==> config.mk <==
export PLATFORM = sky130hd
export DESIGN_NAME = rob_top
export DESIGN_NICKNAME = d
export VERILOG_FILES = /design/src/rob_pkg.sv /design/src/rob_commit_count.sv /design/src/rob_ctrl.sv /design/src/rob_entry_array.sv /design/src/rob_top.sv
export VERILOG_INCLUDE_DIRS = /design/src
export SDC_FILE = /design/constraint.sdc
export NUM_CORES = 2
export LEC_CHECK = 0
export ABC_AREA = 0
export BUFFER_PORTS_ARGS = -buffer_cell sky130_fd_sc_hd__buf_4
export CAP_MARGIN = 0
export CORE_MARGIN = 1.5
export CORE_UTILIZATION = 55
export CTS_BUF_LIST = sky130_fd_sc_hd__clkbuf_4 sky130_fd_sc_hd__clkbuf_8 sky130_fd_sc_hd__clkbuf_16
export DETAILED_ROUTE_END_ITERATION = 7
export PLACE_DENSITY_LB_ADDON = 0.1
export SLEW_MARGIN = 20
export SYNTH_ARGS = -nofsm -noshare
export SYNTH_HDL_FRONTEND = slang
export SYNTH_SLANG_ARGS = --single-unit
==> constraint.sdc <==
create_clock -name clk -period 6.7 [get_ports clk]
set_input_delay 1.34 -clock clk [delete_from_list [all_inputs] [get_ports clk]]
set_output_delay 1.34 -clock clk [all_outputs]
set_load 0.03 [all_outputs]
==> src/rob_defines.svh <==
// ====================================================================
// Sizing macros for the reorder buffer retirement block
// Buffer depth and index width, retire group width, and the widths
// of the checkpoint index, the tag and the result word
// ====================================================================

`ifndef ROB_DEFINES_SVH
`define ROB_DEFINES_SVH

// The depth is a power of two, so index arithmetic wraps by itself
`define ROB_ENTRIES 16
`define ROB_NDX_W   4

// Largest group of entries that may leave the buffer in one clock
`define CMT_WIDTH   4

// Payload widths carried by each entry
`define CNDX_W      2
`define TAG_W       16
`define DATA_W      32

`endif

==> src/rob_pkg.sv <==
// ====================================================================
// Shared types for the reorder buffer retirement block
// Index and count types, the exception record and result union,
// and the dispatch, completion, entry and retire slot records
// ====================================================================

`include "rob_defines.svh"

package rob_pkg;

	// Buffer index and retire count, the count runs from 0 to CMT_WIDTH
	typedef logic [`ROB_NDX_W-1:0] rob_ndx_t;
	typedef logic [$clog2(`CMT_WIDTH+1)-1:0] cmt_cnt_t;

	// Exception record, the cause sits in the top byte of the word
	typedef struct packed {
		logic [7:0]         cause;
		logic [`DATA_W-9:0] fault;
	} exc_rec_t;

	// A completion word is plain data, or an exception record when the
	// exception flag that travels beside it is set
	typedef union packed {
		logic [`DATA_W-1:0] data;
		exc_rec_t           exc;
	} result_u;

	// What the front end hands over when an instruction is dispatched
	typedef struct packed {
		logic [`TAG_W-1:0]  tag;
		logic [`CNDX_W-1:0] cndx;
		logic               oddball;
	} disp_t;

	// Completion strobe payload, the index selects the entry to mark
	typedef struct packed {
		rob_ndx_t ndx;
		logic     excv;
		result_u  result;
	} cpl_t;

	// One stored entry of the buffer
	typedef struct packed {
		logic               valid;
		logic               done;
		logic               excv;
		logic               oddball;
		logic [`CNDX_W-1:0] cndx;
		logic [`TAG_W-1:0]  tag;
		result_u            result;
	} rob_entry_t;

	// One lane of the retire bus
	typedef struct packed {
		logic [`TAG_W-1:0]  tag;
		logic [`CNDX_W-1:0] cndx;
		logic               oddball;
		logic               excv;
		result_u            result;
	} ret_slot_t;

endpackage

==> src/rob_commit_count.sv <==
// ====================================================================
// Retire group decision for the reorder buffer
// Looks at the entries from the head, wrapping around the buffer,
// and returns how many may retire this cycle and whether the group
// ends with an excepting entry
// ====================================================================

`include "rob_defines.svh"

module rob_commit_count (
	input  rob_pkg::rob_entry_t [`ROB_ENTRIES-1:0] entries,
	input  rob_pkg::rob_ndx_t                      head,
	output rob_pkg::cmt_cnt_t                      cmt_cnt,
	output logic                                   cmt_flush
);
	import rob_pkg::*;

	// Window of candidate entries, lane 0 is the head
	rob_entry_t [`CMT_WIDTH-1:0] win;

	// Lane may retire on its own merits
	logic [`CMT_WIDTH-1:0] ready;

	// Lane belongs to the leading run from the head
	logic [`CMT_WIDTH-1:0] run;

	// ================================================================
	// Candidate window
	// ================================================================

	// Index arithmetic wraps modulo the depth because the depth is a
	// power of two and the sum keeps the index width
	always_comb begin
		for (int k = 0; k < `CMT_WIDTH; k++)
			win[k] = entries[head + rob_ndx_t'(k)];
	end

	// Only allocated and finished entries qualify
	// All lanes of one group share the head's checkpoint index, since the
	// rename side takes one checkpoint update per cycle
	always_comb begin
		for (int k = 0; k < `CMT_WIDTH; k++) begin
			ready[k] = win[k].valid && win[k].done &&
				(win[k].cndx == win[0].cndx);
		end
	end

	// ================================================================
	// Group formation
	// ================================================================

	// An oddball or an excepting entry closes the group behind itself
	// Earlier lanes are already covered by the run bit of the lane before
	always_comb begin
		run[0] = ready[0];
		for (int k = 1; k < `CMT_WIDTH; k++) begin
			run[k] = run[k-1] && ready[k] &&
				!win[k-1].oddball && !win[k-1].excv;
		end
	end

	// The run is a prefix of ones, so its last set lane gives the count
	// The flush comes from the excepting entry at the end of the group,
	// which is the only place an exception can sit in a run
	always_comb begin
		cmt_cnt   = '0;
		cmt_flush = 1'b0;
		for (int k = 0; k < `CMT_WIDTH; k++) begin
			if (run[k]) begin
				cmt_cnt   = cmt_cnt_t'(k + 1);
				cmt_flush = win[k].excv;
			end
		end
	end

endmodule

==> src/rob_ctrl.sv <==
// ====================================================================
// Reorder buffer pointer control
// Head, tail and occupancy registers, the full flag, the gated
// dispatch and retire strobes, and the flush on an exception
// ====================================================================

`include "rob_defines.svh"

module rob_ctrl (
	input  logic              clk,
	input  logic              rst,
	input  logic              disp_valid,
	input  rob_pkg::cmt_cnt_t cmt_cnt,
	input  logic              cmt_flush,
	output rob_pkg::rob_ndx_t head,
	output rob_pkg::rob_ndx_t tail,
	output logic              disp_we,
	output logic              full,
	output logic              ret_we,
	output logic              flush_now,
	output logic              flush
);
	import rob_pkg::*;

	// One bit wider than the index so a full buffer can be told apart
	// from an empty one
	typedef logic [`ROB_NDX_W:0] occ_t;

	occ_t     occ;
	occ_t     occ_nxt;
	rob_ndx_t head_nxt;
	rob_ndx_t tail_nxt;

	// ================================================================
	// Strobes
	// ================================================================

	// A flush only comes with a retiring group, the excepting entry is
	// always its last member
	// Dispatch in the flush cycle is dropped since the younger entries
	// are being thrown away
	always_comb begin
		full      = (occ == occ_t'(`ROB_ENTRIES));
		ret_we    = (cmt_cnt != '0);
		flush_now = cmt_flush && ret_we;
		disp_we   = disp_valid && !full && !flush_now;
	end

	// ================================================================
	// Pointer and occupancy update
	// ================================================================

	// Head always moves past the retired group
	// On a flush the tail snaps back onto the new head and the buffer
	// is empty again
	always_comb begin
		head_nxt = head + rob_ndx_t'(cmt_cnt);
		if (flush_now) begin
			tail_nxt = head_nxt;
			occ_nxt  = '0;
		end else begin
			tail_nxt = tail + rob_ndx_t'(disp_we);
			occ_nxt  = occ + occ_t'(disp_we) - occ_t'(cmt_cnt);
		end
	end

	always_ff @(posedge clk) begin
		if (rst) begin
			head  <= '0;
			tail  <= '0;
			occ   <= '0;
			flush <= 1'b0;
		end else begin
			head  <= head_nxt;
			tail  <= tail_nxt;
			occ   <= occ_nxt;
			flush <= flush_now;
		end
	end

	// The front end watches full and holds dispatch while it is set
	a_no_disp_full: assert property (@(posedge clk) disable iff (rst)
		!(disp_valid && full));

	// The commit counter only sees valid entries, so its count can never
	// run past what the pointers hold
	a_cmt_le_occ: assert property (@(posedge clk) disable iff (rst)
		occ_t'(cmt_cnt) <= occ);

endmodule

==> src/rob_entry_array.sv <==
// ====================================================================
// Reorder buffer entry storage
// Dispatch writes at the tail, completion marks entries done in any
// order, and retire or flush clears valid bits
// The retiring group is gathered from the head onto a registered bus
// ====================================================================

`include "rob_defines.svh"

module rob_entry_array (
	input  logic                                    clk,
	input  logic                                    rst,
	input  logic                                    disp_we,
	input  rob_pkg::rob_ndx_t                       tail,
	input  rob_pkg::disp_t                          disp,
	input  logic                                    cpl_valid,
	input  rob_pkg::cpl_t                           cpl,
	input  rob_pkg::rob_ndx_t                       head,
	input  logic                                    ret_we,
	input  rob_pkg::cmt_cnt_t                       cmt_cnt,
	input  logic                                    flush_now,
	output rob_pkg::rob_entry_t [`ROB_ENTRIES-1:0]  entries,
	output logic                                    ret_valid,
	output rob_pkg::cmt_cnt_t                       ret_cnt,
	output rob_pkg::ret_slot_t  [`CMT_WIDTH-1:0]    ret_slots
);
	import rob_pkg::*;

	// Valid and done bits are the control state of each entry
	logic [`ROB_ENTRIES-1:0] vld;
	logic [`ROB_ENTRIES-1:0] dne;

	// Payload, only meaningful while the matching valid bit is set
	logic    [`ROB_ENTRIES-1:0] excv;
	disp_t   [`ROB_ENTRIES-1:0] dsp;
	result_u [`ROB_ENTRIES-1:0] res;

	ret_slot_t [`CMT_WIDTH-1:0] slots_nxt;

	// ================================================================
	// Entry state
	// ================================================================

	// A flush drops every entry, otherwise only the retiring ones go
	// Dispatch never lands on a retiring slot since a full buffer
	// refuses dispatch and an empty one has nothing to retire
	always_ff @(posedge clk) begin
		if (rst) begin
			vld <= '0;
			dne <= '0;
		end else begin
			if (flush_now) begin
				vld <= '0;
			end else if (ret_we) begin
				for (int k = 0; k < `CMT_WIDTH; k++) begin
					if (cmt_cnt_t'(k) < cmt_cnt)
						vld[head + rob_ndx_t'(k)] <= 1'b0;
				end
			end
			if (disp_we) begin
				vld[tail] <= 1'b1;
				dne[tail] <= 1'b0;
			end
			if (cpl_valid)
				dne[cpl.ndx] <= 1'b1;
		end
	end

	// Payload written by dispatch and by the completion strobe
	always_ff @(posedge clk) begin
		if (disp_we) begin
			dsp[tail]  <= disp;
			excv[tail] <= 1'b0;
		end
		if (cpl_valid) begin
			excv[cpl.ndx] <= cpl.excv;
			res[cpl.ndx]  <= cpl.result;
		end
	end

	// Present the storage as whole entries to the commit counter
	always_comb begin
		for (int i = 0; i < `ROB_ENTRIES; i++) begin
			entries[i].valid   = vld[i];
			entries[i].done    = dne[i];
			entries[i].excv    = excv[i];
			entries[i].oddball = dsp[i].oddball;
			entries[i].cndx    = dsp[i].cndx;
			entries[i].tag     = dsp[i].tag;
			entries[i].result  = res[i];
		end
	end

	// ================================================================
	// Retire bus
	// ================================================================

	// Slot 0 carries the head entry, lanes past the count stay zero
	always_comb begin
		for (int k = 0; k < `CMT_WIDTH; k++) begin
			slots_nxt[k] = '0;
			if (ret_we && cmt_cnt_t'(k) < cmt_cnt) begin
				slots_nxt[k].tag     = entries[head + rob_ndx_t'(k)].tag;
				slots_nxt[k].cndx    = entries[head + rob_ndx_t'(k)].cndx;
				slots_nxt[k].oddball = entries[head + rob_ndx_t'(k)].oddball;
				slots_nxt[k].excv    = entries[head + rob_ndx_t'(k)].excv;
				slots_nxt[k].result  = entries[head + rob_ndx_t'(k)].result;
			end
		end
	end

	always_ff @(posedge clk) begin
		if (rst) begin
			ret_valid <= 1'b0;
			ret_cnt   <= '0;
		end else begin
			ret_valid <= ret_we;
			ret_cnt   <= cmt_cnt;
		end
	end

	always_ff @(posedge clk)
		ret_slots <= slots_nxt;

	// Completion must hit an entry dispatched earlier and not yet done
	a_cpl_target: assert property (@(posedge clk) disable iff (rst)
		cpl_valid |-> (vld[cpl.ndx] && !dne[cpl.ndx]));

endmodule

==> src/rob_top.sv <==
// ====================================================================
// Reorder buffer retirement top level
// Connects the pointer control, the entry storage and the
// combinational commit counter
// ====================================================================

`include "rob_defines.svh"

module rob_top (
	input  logic                                  clk,
	input  logic                                  rst,
	input  logic                                  disp_valid,
	input  rob_pkg::disp_t                        disp,
	output rob_pkg::rob_ndx_t                     disp_ndx,
	output logic                                  full,
	input  logic                                  cpl_valid,
	input  rob_pkg::cpl_t                         cpl,
	output logic                                  ret_valid,
	output rob_pkg::cmt_cnt_t                     ret_cnt,
	output rob_pkg::ret_slot_t [`CMT_WIDTH-1:0]   ret_slots,
	output logic                                  flush
);
	import rob_pkg::*;

	rob_ndx_t                     head;
	rob_ndx_t                     tail;
	logic                         disp_we;
	logic                         ret_we;
	logic                         flush_now;
	cmt_cnt_t                     cmt_cnt;
	logic                         cmt_flush;
	rob_entry_t [`ROB_ENTRIES-1:0] entries;

	// The dispatched entry lands at the current tail
	assign disp_ndx = tail;

	rob_ctrl u_ctrl (
		.clk        (clk),
		.rst        (rst),
		.disp_valid (disp_valid),
		.cmt_cnt    (cmt_cnt),
		.cmt_flush  (cmt_flush),
		.head       (head),
		.tail       (tail),
		.disp_we    (disp_we),
		.full       (full),
		.ret_we     (ret_we),
		.flush_now  (flush_now),
		.flush      (flush)
	);

	rob_entry_array u_array (
		.clk       (clk),
		.rst       (rst),
		.disp_we   (disp_we),
		.tail      (tail),
		.disp      (disp),
		.cpl_valid (cpl_valid),
		.cpl       (cpl),
		.head      (head),
		.ret_we    (ret_we),
		.cmt_cnt   (cmt_cnt),
		.flush_now (flush_now),
		.entries   (entries),
		.ret_valid (ret_valid),
		.ret_cnt   (ret_cnt),
		.ret_slots (ret_slots)
	);

	// Purely combinational, so it takes neither clock nor reset
	rob_commit_count u_cmt (
		.entries   (entries),
		.head      (head),
		.cmt_cnt   (cmt_cnt),
		.cmt_flush (cmt_flush)
	);

endmodule

# After elaboration in Yosys (flattened, before gate mapping)
# Cells that the tools add are included.
# word_totals
regBits,1090
latchBits,0
ramBits,0
romBits,0
input_bits,60
out_inout_bits,218
word_cells,230
mem_count,0
# classes
add_sub_neg,7
n_mul,0
n_div,0
order_cmp,16
eq_ne,4
shifts,0
muxes,58
n_bitwise,13
n_reduce_logical,39
# ops
operator,count
binary-select mux 54 bit (select 4 bit),4
bitwise mux 512 bit,1
2-to-1 mux 16 bit,22
bitwise mux 304 bit,1
2-to-1 mux 54 bit,4
demux 32 bit (select 4 bit),1
bitwise AND 16 bit,6
inverter 16 bit,5
demux 19 bit (select 4 bit),1
2-to-1 mux 32 bit,1
OR 16 bit,2
"< comparator 4 x 5 -> 1 bit, second input constant",6
logical AND 1 bit,29
demux 1 bit (select 4 bit),6
">= comparator 4 x 1 -> 1 bit, second input constant",6
2-to-1 mux 19 bit,1
bitwise mux 16 bit,1
2-to-1 mux 1 bit,11
2-to-1 mux 3 bit,3
"adder 4 x 2 -> 4 bit, second input constant",2
zero test 1 bit,8
equality test 2 bit,3
"< comparator 1 x 3 -> 1 bit, first input constant",2
"< comparator 2 x 3 -> 1 bit, first input constant",2
9 further kinds,9

# Depth between registers and ports, before layout
# depth
depth_word,37
depth_mapped,31
mapped_depth_nobuf,21

# Hierarchy
# A second synthesis with hierarchy kept.
# unflattened
cells_unflattened,3409
area_unflattened_um2,61520.3
# by_module_without_submodules
module,n_inst,cells_each,area_per_inst_um2,seq_area_each_um2
rob_entry_array,1,3077,57964.3,29708.5
rob_commit_count,1,244,2716.4,0.0
rob_ctrl,1,88,839.6,280.3

# Least setup slack after synthesis
# OpenSTA, ideal clock, no wires.
# synth_path
path_kind,register to register
start,reg u_ctrl.head[0]
end,"reg u_array.dsp, in the netlist u_array.entries[356] (enable)"
setup_time_ns,0.447
arrival_time_ns,6.141
t_required_ns,6.253
slack_ns,0.112
stages_incl_launch_ff,18
n_path_buf,10
synth_period_minus_slack_ns,6.588
cell_sequence,dfxtp_1 -> buf_6 -> buf_6 -> buf_4 -> inv_2 -> buf_2 -> clkbuf_1 -> ha_1 -> buf_2 -> buf_2 -> buf_2 -> buf_2 -> mux4_2 -> mux4_2 -> a21oi_2 -> o221ai_2 -> buf_4 -> nor4_1
# synth_via
elab_chain_cells,19
elab_cells_between_ends,48
classes_between,add/sub: 3; eq/ne: 3; mux: 16; reduce/logical: 26
# synth_rtl
element,line_no,rtl
from (decl),rob_ctrl.sv:15,"output rob_pkg::rob_ndx_t head,"
from (signal assigned),rob_ctrl.sv:74,head <= head_nxt;
adder 4 x 1 -> 4 bit,rob_commit_count.sv:35,win[k] = entries[head + rob_ndx_t'(k)];
binary-select mux 54 bit (select 4 bit),rob_commit_count.sv:35,
2-to-1 mux 54 bit,-,
equality test 2 bit or logical AND 1 bit (tied branches),"rob_commit_count.sv:44, rob_commit_count.sv:43",
logical AND 1 bit,rob_commit_count.sv:43,ready[k] = win[k].valid && win[k].done &&
logical AND 1 bit (2 in series),rob_commit_count.sv:57,run[k] = run[k-1] && ready[k] &&
logical AND 1 bit,rob_commit_count.sv:58,!win[k-1].oddball && !win[k-1].excv;
logical AND 1 bit (2 in series),rob_commit_count.sv:57,
logical AND 1 bit,rob_commit_count.sv:58,
logical AND 1 bit (2 in series),rob_commit_count.sv:57,
logical AND 1 bit,rob_commit_count.sv:58,
2-to-1 mux 3 bit,rob_commit_count.sv:69,if (run[k]) begin
nonzero test 3 bit,rob_ctrl.sv:44,ret_we = (cmt_cnt != '0);
logical AND 1 bit (*),rob_ctrl.sv:45,flush_now = cmt_flush && ret_we;
zero test 1 bit (*),rob_ctrl.sv:46,disp_we = disp_valid && !full && !flush_now;
logical AND 1 bit (*),rob_ctrl.sv:46,
"to (signal, indexed assignment)",rob_entry_array.sv:72,dsp[tail] <= disp;
to (decl),rob_entry_array.sv:35,disp_t [`ROB_ENTRIES-1:0] dsp;
# Mark *: on every way between the ends. The rest lies on a longest branch, timed or not. The select of a mux whose other input is x is not followed.
# A chain may end at the register's enable or synchronous reset.

# Worst setup path after layout
# layout_path
start,reg u_ctrl.head[0]
end,reg u_ctrl.occ[4]
# layout_via
elab_chain_cells,21
elab_cells_between_ends,51
classes_between,add/sub: 5; eq/ne: 3; mux: 16; reduce/logical: 27
# layout_rtl
element,line_no,rtl
adder 4 x 1 -> 4 bit,rob_commit_count.sv:35,
binary-select mux 54 bit (select 4 bit),rob_commit_count.sv:35,
2-to-1 mux 54 bit,-,
equality test 2 bit or logical AND 1 bit (tied branches),"rob_commit_count.sv:44, rob_commit_count.sv:43",
logical AND 1 bit,rob_commit_count.sv:43,
logical AND 1 bit (2 in series),rob_commit_count.sv:57,
logical AND 1 bit,rob_commit_count.sv:58,
logical AND 1 bit (2 in series),rob_commit_count.sv:57,
(+3 left out),-,
logical AND 1 bit,rob_commit_count.sv:58,
2-to-1 mux 3 bit,rob_commit_count.sv:69,
nonzero test 3 bit,rob_ctrl.sv:44,
logical AND 1 bit,rob_ctrl.sv:45,
zero test 1 bit,rob_ctrl.sv:46,
logical AND 1 bit,rob_ctrl.sv:46,
adder 5 x 1 -> 5 bit,rob_ctrl.sv:63,occ_nxt = occ + occ_t'(disp_we) - occ_t'(cmt_cnt);
subtractor 5 x 3 -> 5 bit,rob_ctrl.sv:63,
to (signal assigned),rob_ctrl.sv:76,occ <= occ_nxt;
to (decl),rob_ctrl.sv:29,occ_t occ;
# Several ways; a longest one is shown, not always the timed one. The select of a mux whose other input is x is not followed.

==> summary.txt <==
Run status
  • Status: finished clean

Floorplanning
  • Starting Density: 0.5556
  • Total Die Area: 0.1104 mm2
  • Std-Cell Rows: 120
  • Die Ht: 332.3 um
  • Die W: 332.3 um
  • IO Pins: 278
  • Core area: 0.1074 mm2

Setup path
  • FF-to-FF path depth: 21
  • R2r setup slk: 1.17 ns
  • Worst Setup Start Kind: flip-flop
  • Critical Path End: u_ctrl.occ[4]$_SDFF_PP0_
  • Crit path from: u_ctrl.head[0]$_SDFF_PP0_
  • Critical Path End Type: flip-flop
  • Critical R2R Capture: u_ctrl.occ[4]$_SDFF_PP0_
  • Crit path required time: 7.27 ns
  • Critical path fanouts, max: 37
  • CP arrival: 6.10 ns
  • Setup CP Type: flip-flop to flip-flop
  • Worst r2r src: u_ctrl.head[0]$_SDFF_PP0_

CTS
  • TritonCTS clock tree: built
  • Post-CTS Setup Inserts: 0
  • Post-cts resize count: 0
  • CTS Buf Count: 114
  • Insertion delay to the later sink of the worst-skew pair: 0.74 ns
  • Sink Count: 1090
  • Post-CTS Hold Fix Bufs: 0
  • CTS Root Cell: clkbuf_16
  • CTS max path bufs: 3
  • Htree depth: 3
  • Clock-pin slew on the worst setup and hold paths: 0.07 ns

Cells and area
  • Core Util, Final: 0.6277
  • Share of cells above drive strength 1: 0.4134
  • Fin area: 0.06738 mm2
  • Final Non-Filler Cells: 5298
  • Fillers: 7639
  • Area Overhead vs Synth: 12.98%
  • Area taken by multi-input logic gates: 0.02834 mm2
  • Final layout net count: 3869
  • Storage cell area: 0.03000 mm2

Synthesis
  • Register area share after synthesis: 0.5028
  • Number of synthesized flops with an enable pin: 816
  • Cell taking the most area after synthesis: edfxtp_1
  • Mean Syn Cell Area: 16.43 um2
  • Syn Nets: 3710
  • Mapped Cells: 3630
  • Top area cells in the synthesized netlist: edfxtp_1, mux4_2, dfxtp_1
  • Ys Warns: 0
  • Most common flop cell mapped by yosys: edfxtp_1
  • Fraction of registers with async set/reset: 0
  • Synth cell types: 70
  • Area share of the largest cell type after synthesis: 0.4108
  • Synthesized cell area: 0.05964 mm2
  • Synthesis-stage register bit count: 1090

Global routing
  • Grt ovf: 0
  • Total GRT Usage: 0.3421
  • Largest net degree at the start of global routing: 137
  • Initial antenna violation count: 10
  • Global-route wire length before repair: 274.7 mm
  • Vias in the first global route: 39860

STA
  • Clk_skew: 0.02956 ns
  • Final Critical Period: 5.531 ns
  • Slew Limit Fails: 0
  • Unrepaired setup endpoints after global routing: no
  • Final Setup Violations: 0
  • Max Fclk: 180.8 MHz
  • Setup total negative slack: 0 ns
  • Actual slew at the worst max-slew pin: 1.184 ns
  • Slew margin rel.: 0.2104
  • Hold Fails Final Rpt: 0
  • Final setup margin: 1.169 ns
  • Hold Worst Slack: 0.4913 ns
  • Post-route clock period utilization: 0.8255

Placed design
  • GP Congestion: 0.9422
  • HPWL after DPL: 109.5 mm
  • DP Area: 0.06319 mm2
  • IO Port Bufs: 277
  • Cells after DPL: 5075
  • Pre-CTS setup slack: 1.136 ns

Power
  • Leak pwr: 21.86 nW
  • Final Power: 15.37 mW
  • Max IR drop VDD: 0.2231 mV
  • Cell Pwr Density: 228.2 mW/mm2

Route
  • DRT Pass-1 Iters: 6
  • Avg WL per Cell: 35.29 um
  • Routed Antenna Nets: 0
  • DRC: 0
  • Via density: 7.513
  • Final wirelength: 187.0 mm
  • Initial detailed-routing violation count: 5443
  • Vias after detailed routing: 39800

Hold path
  • Worst hold path type: flip-flop to flip-flop

Job
  • Maxcap violations: 0
==> placed cells by master, fill, tap and decap left out, types with 16 or more instances in the layout <==
cell type,Yosys,layout
clkinv_2,0,24
a22oi_1,18,18
clkbuf_8,0,22
a211oi_1,19,19
nand3_1,178,178
inv_1,33,20
ha_1,18,16
dfxtp_1,274,271
buf_4,7,370
and2_1,64,63
nand4_1,21,21
clkbuf_4,0,19
mux4_2,946,946
a31oi_1,28,28
clkbuf_16,0,124
mux2i_1,49,49
nand2_1,427,426
edfxtp_1,816,816
and3_1,99,99
nor2b_1,58,58
nor2_1,58,49
o21ai_0,23,23
==> per-layer routing <==
| metal | track usage | wire, um | part of all wire | vias up |
|---|---|---|---|---|
| li1 | - | - | - | 15430 |
| met1 | 0.4559 | 66310 | 0.35 | 20820 |
| met2 | 0.5492 | 90910 | 0.49 | 2995 |
| met3 | 0.06924 | 20520 | 0.11 | 556 |
| met4 | 0.1552 | 9200 | 0.049 | 8 |
| met5 | 0 | 46 | 0.00025 | - |
==> registers in the layout, indices dropped and copies added (netlist names) <==
signal             flops
u_array.ret_slots    208
u_array.ret_valid      1
u_ctrl.occ             5
u_array.excv          16
u_ctrl.tail            4
u_array.ret_cnt        3
u_array.entries      816
u_ctrl.flush           1
u_array.vld           16
u_array.dne           16
u_ctrl.head            4
==> Yosys cell counts, drive strengths merged, types with 3 or more instances <==
master and n:
a211oi 22, a21boi 6, a21o 3, a21oi 17, a22oi 18, a31oi 28, a32oi 7, and2 64
and3 99, buf 136, clkbuf 202, dfxtp 274, edfxtp 816, ha 18, inv 36, mux2 6
mux2i 49, mux4 946, nand2 427, nand2b 10, nand3 178, nand4 21, nor2 59, nor2b 58
nor3 14, nor4 7, o21ai 26, o22ai 14, o2bb2ai 4, o31ai 7, o32ai 3, or2 3
or3 4, xnor2 11, xor2 10
==> cell type report <==
type                            count  share of cell area
Clock buffer                      165             0.05266
Tap cell                         1403             0.02605
Sequential cell                  1090              0.4452
Timing Repair Buffer              381             0.04421
Multi-Input combinational cell   2165              0.4207
Antenna cell                        5           0.0001857
Clock inverter                     52            0.008746
Inverter                           37            0.002247
==> kinds of logic (layout without fill, tap and decap cells) <==
kind of cell | after synthesis | count (layout) | synth area share
buf+inv | 375 | 635 | 0.02587
compound gates | 172 | 172 | 0.02035
fa+ha+maj | 20 | 20 | 0.004448
other cells | 0 | 5 | 0
mux | 1001 | 1001 | 0.3666
flops | 1090 | 1090 | 0.5028
simple gates | 951 | 951 | 0.07649
xor+xnor | 21 | 21 | 0.003461
==> power breakdown <==
group          total (mW)  switching (mW)  internal [mW]
Clock                6.82            2.74           4.07
Combinational       0.952           0.494          0.457
Sequential           7.61           0.175           7.43
==> critical path: stages, from the launching register on <==
cell and delay (ns):
dfxtp_4 0.58, inv_4 0.25, ha_4 0.78, mux4_2 0.42, mux4_2 0.51, xnor2_1 0.20
o2111ai_1 0.17, nand4bb_1 0.26, o221ai_2 0.31, buf_4 0.26, nor2_1 0.09, inv_1 0.09
ha_1 0.22, inv_1 0.05, ha_1 0.16, inv_1 0.06, fa_1 0.47, inv_1 0.07
a21o_1 0.10, a21oi_1 0.07, xnor2_1 0.16, nor2_1 0.05
==> worst min path at each step <==
stage / end / from / slack (ns) / depth (start not counted)
6_report: u_array.dne[7]$_SDFF_PP0_ / u_array.dne[7]$_SDFF_PP0_ / 0.49 / 2
5_1_grt: u_array.dne[11]$_SDFF_PP0_ / u_array.dne[11]$_SDFF_PP0_ / 0.51 / 2
4_1_cts: u_array.dne[7]$_SDFF_PP0_ / u_array.dne[7]$_SDFF_PP0_ / 0.49 / 2
3_5_place_dp: u_array.dne[11]$_SDFF_PP0_ / u_array.dne[11]$_SDFF_PP0_ / 0.48 / 2
3_3_place_gp: u_array.dne[11]$_SDFF_PP0_ / u_array.dne[11]$_SDFF_PP0_ / 0.47 / 2
2_1_floorplan: u_array.dne[11]$_SDFF_PP0_ / u_array.dne[11]$_SDFF_PP0_ / 0.45 / 2
No activity file was read; power rests on OpenSTA's default activity.
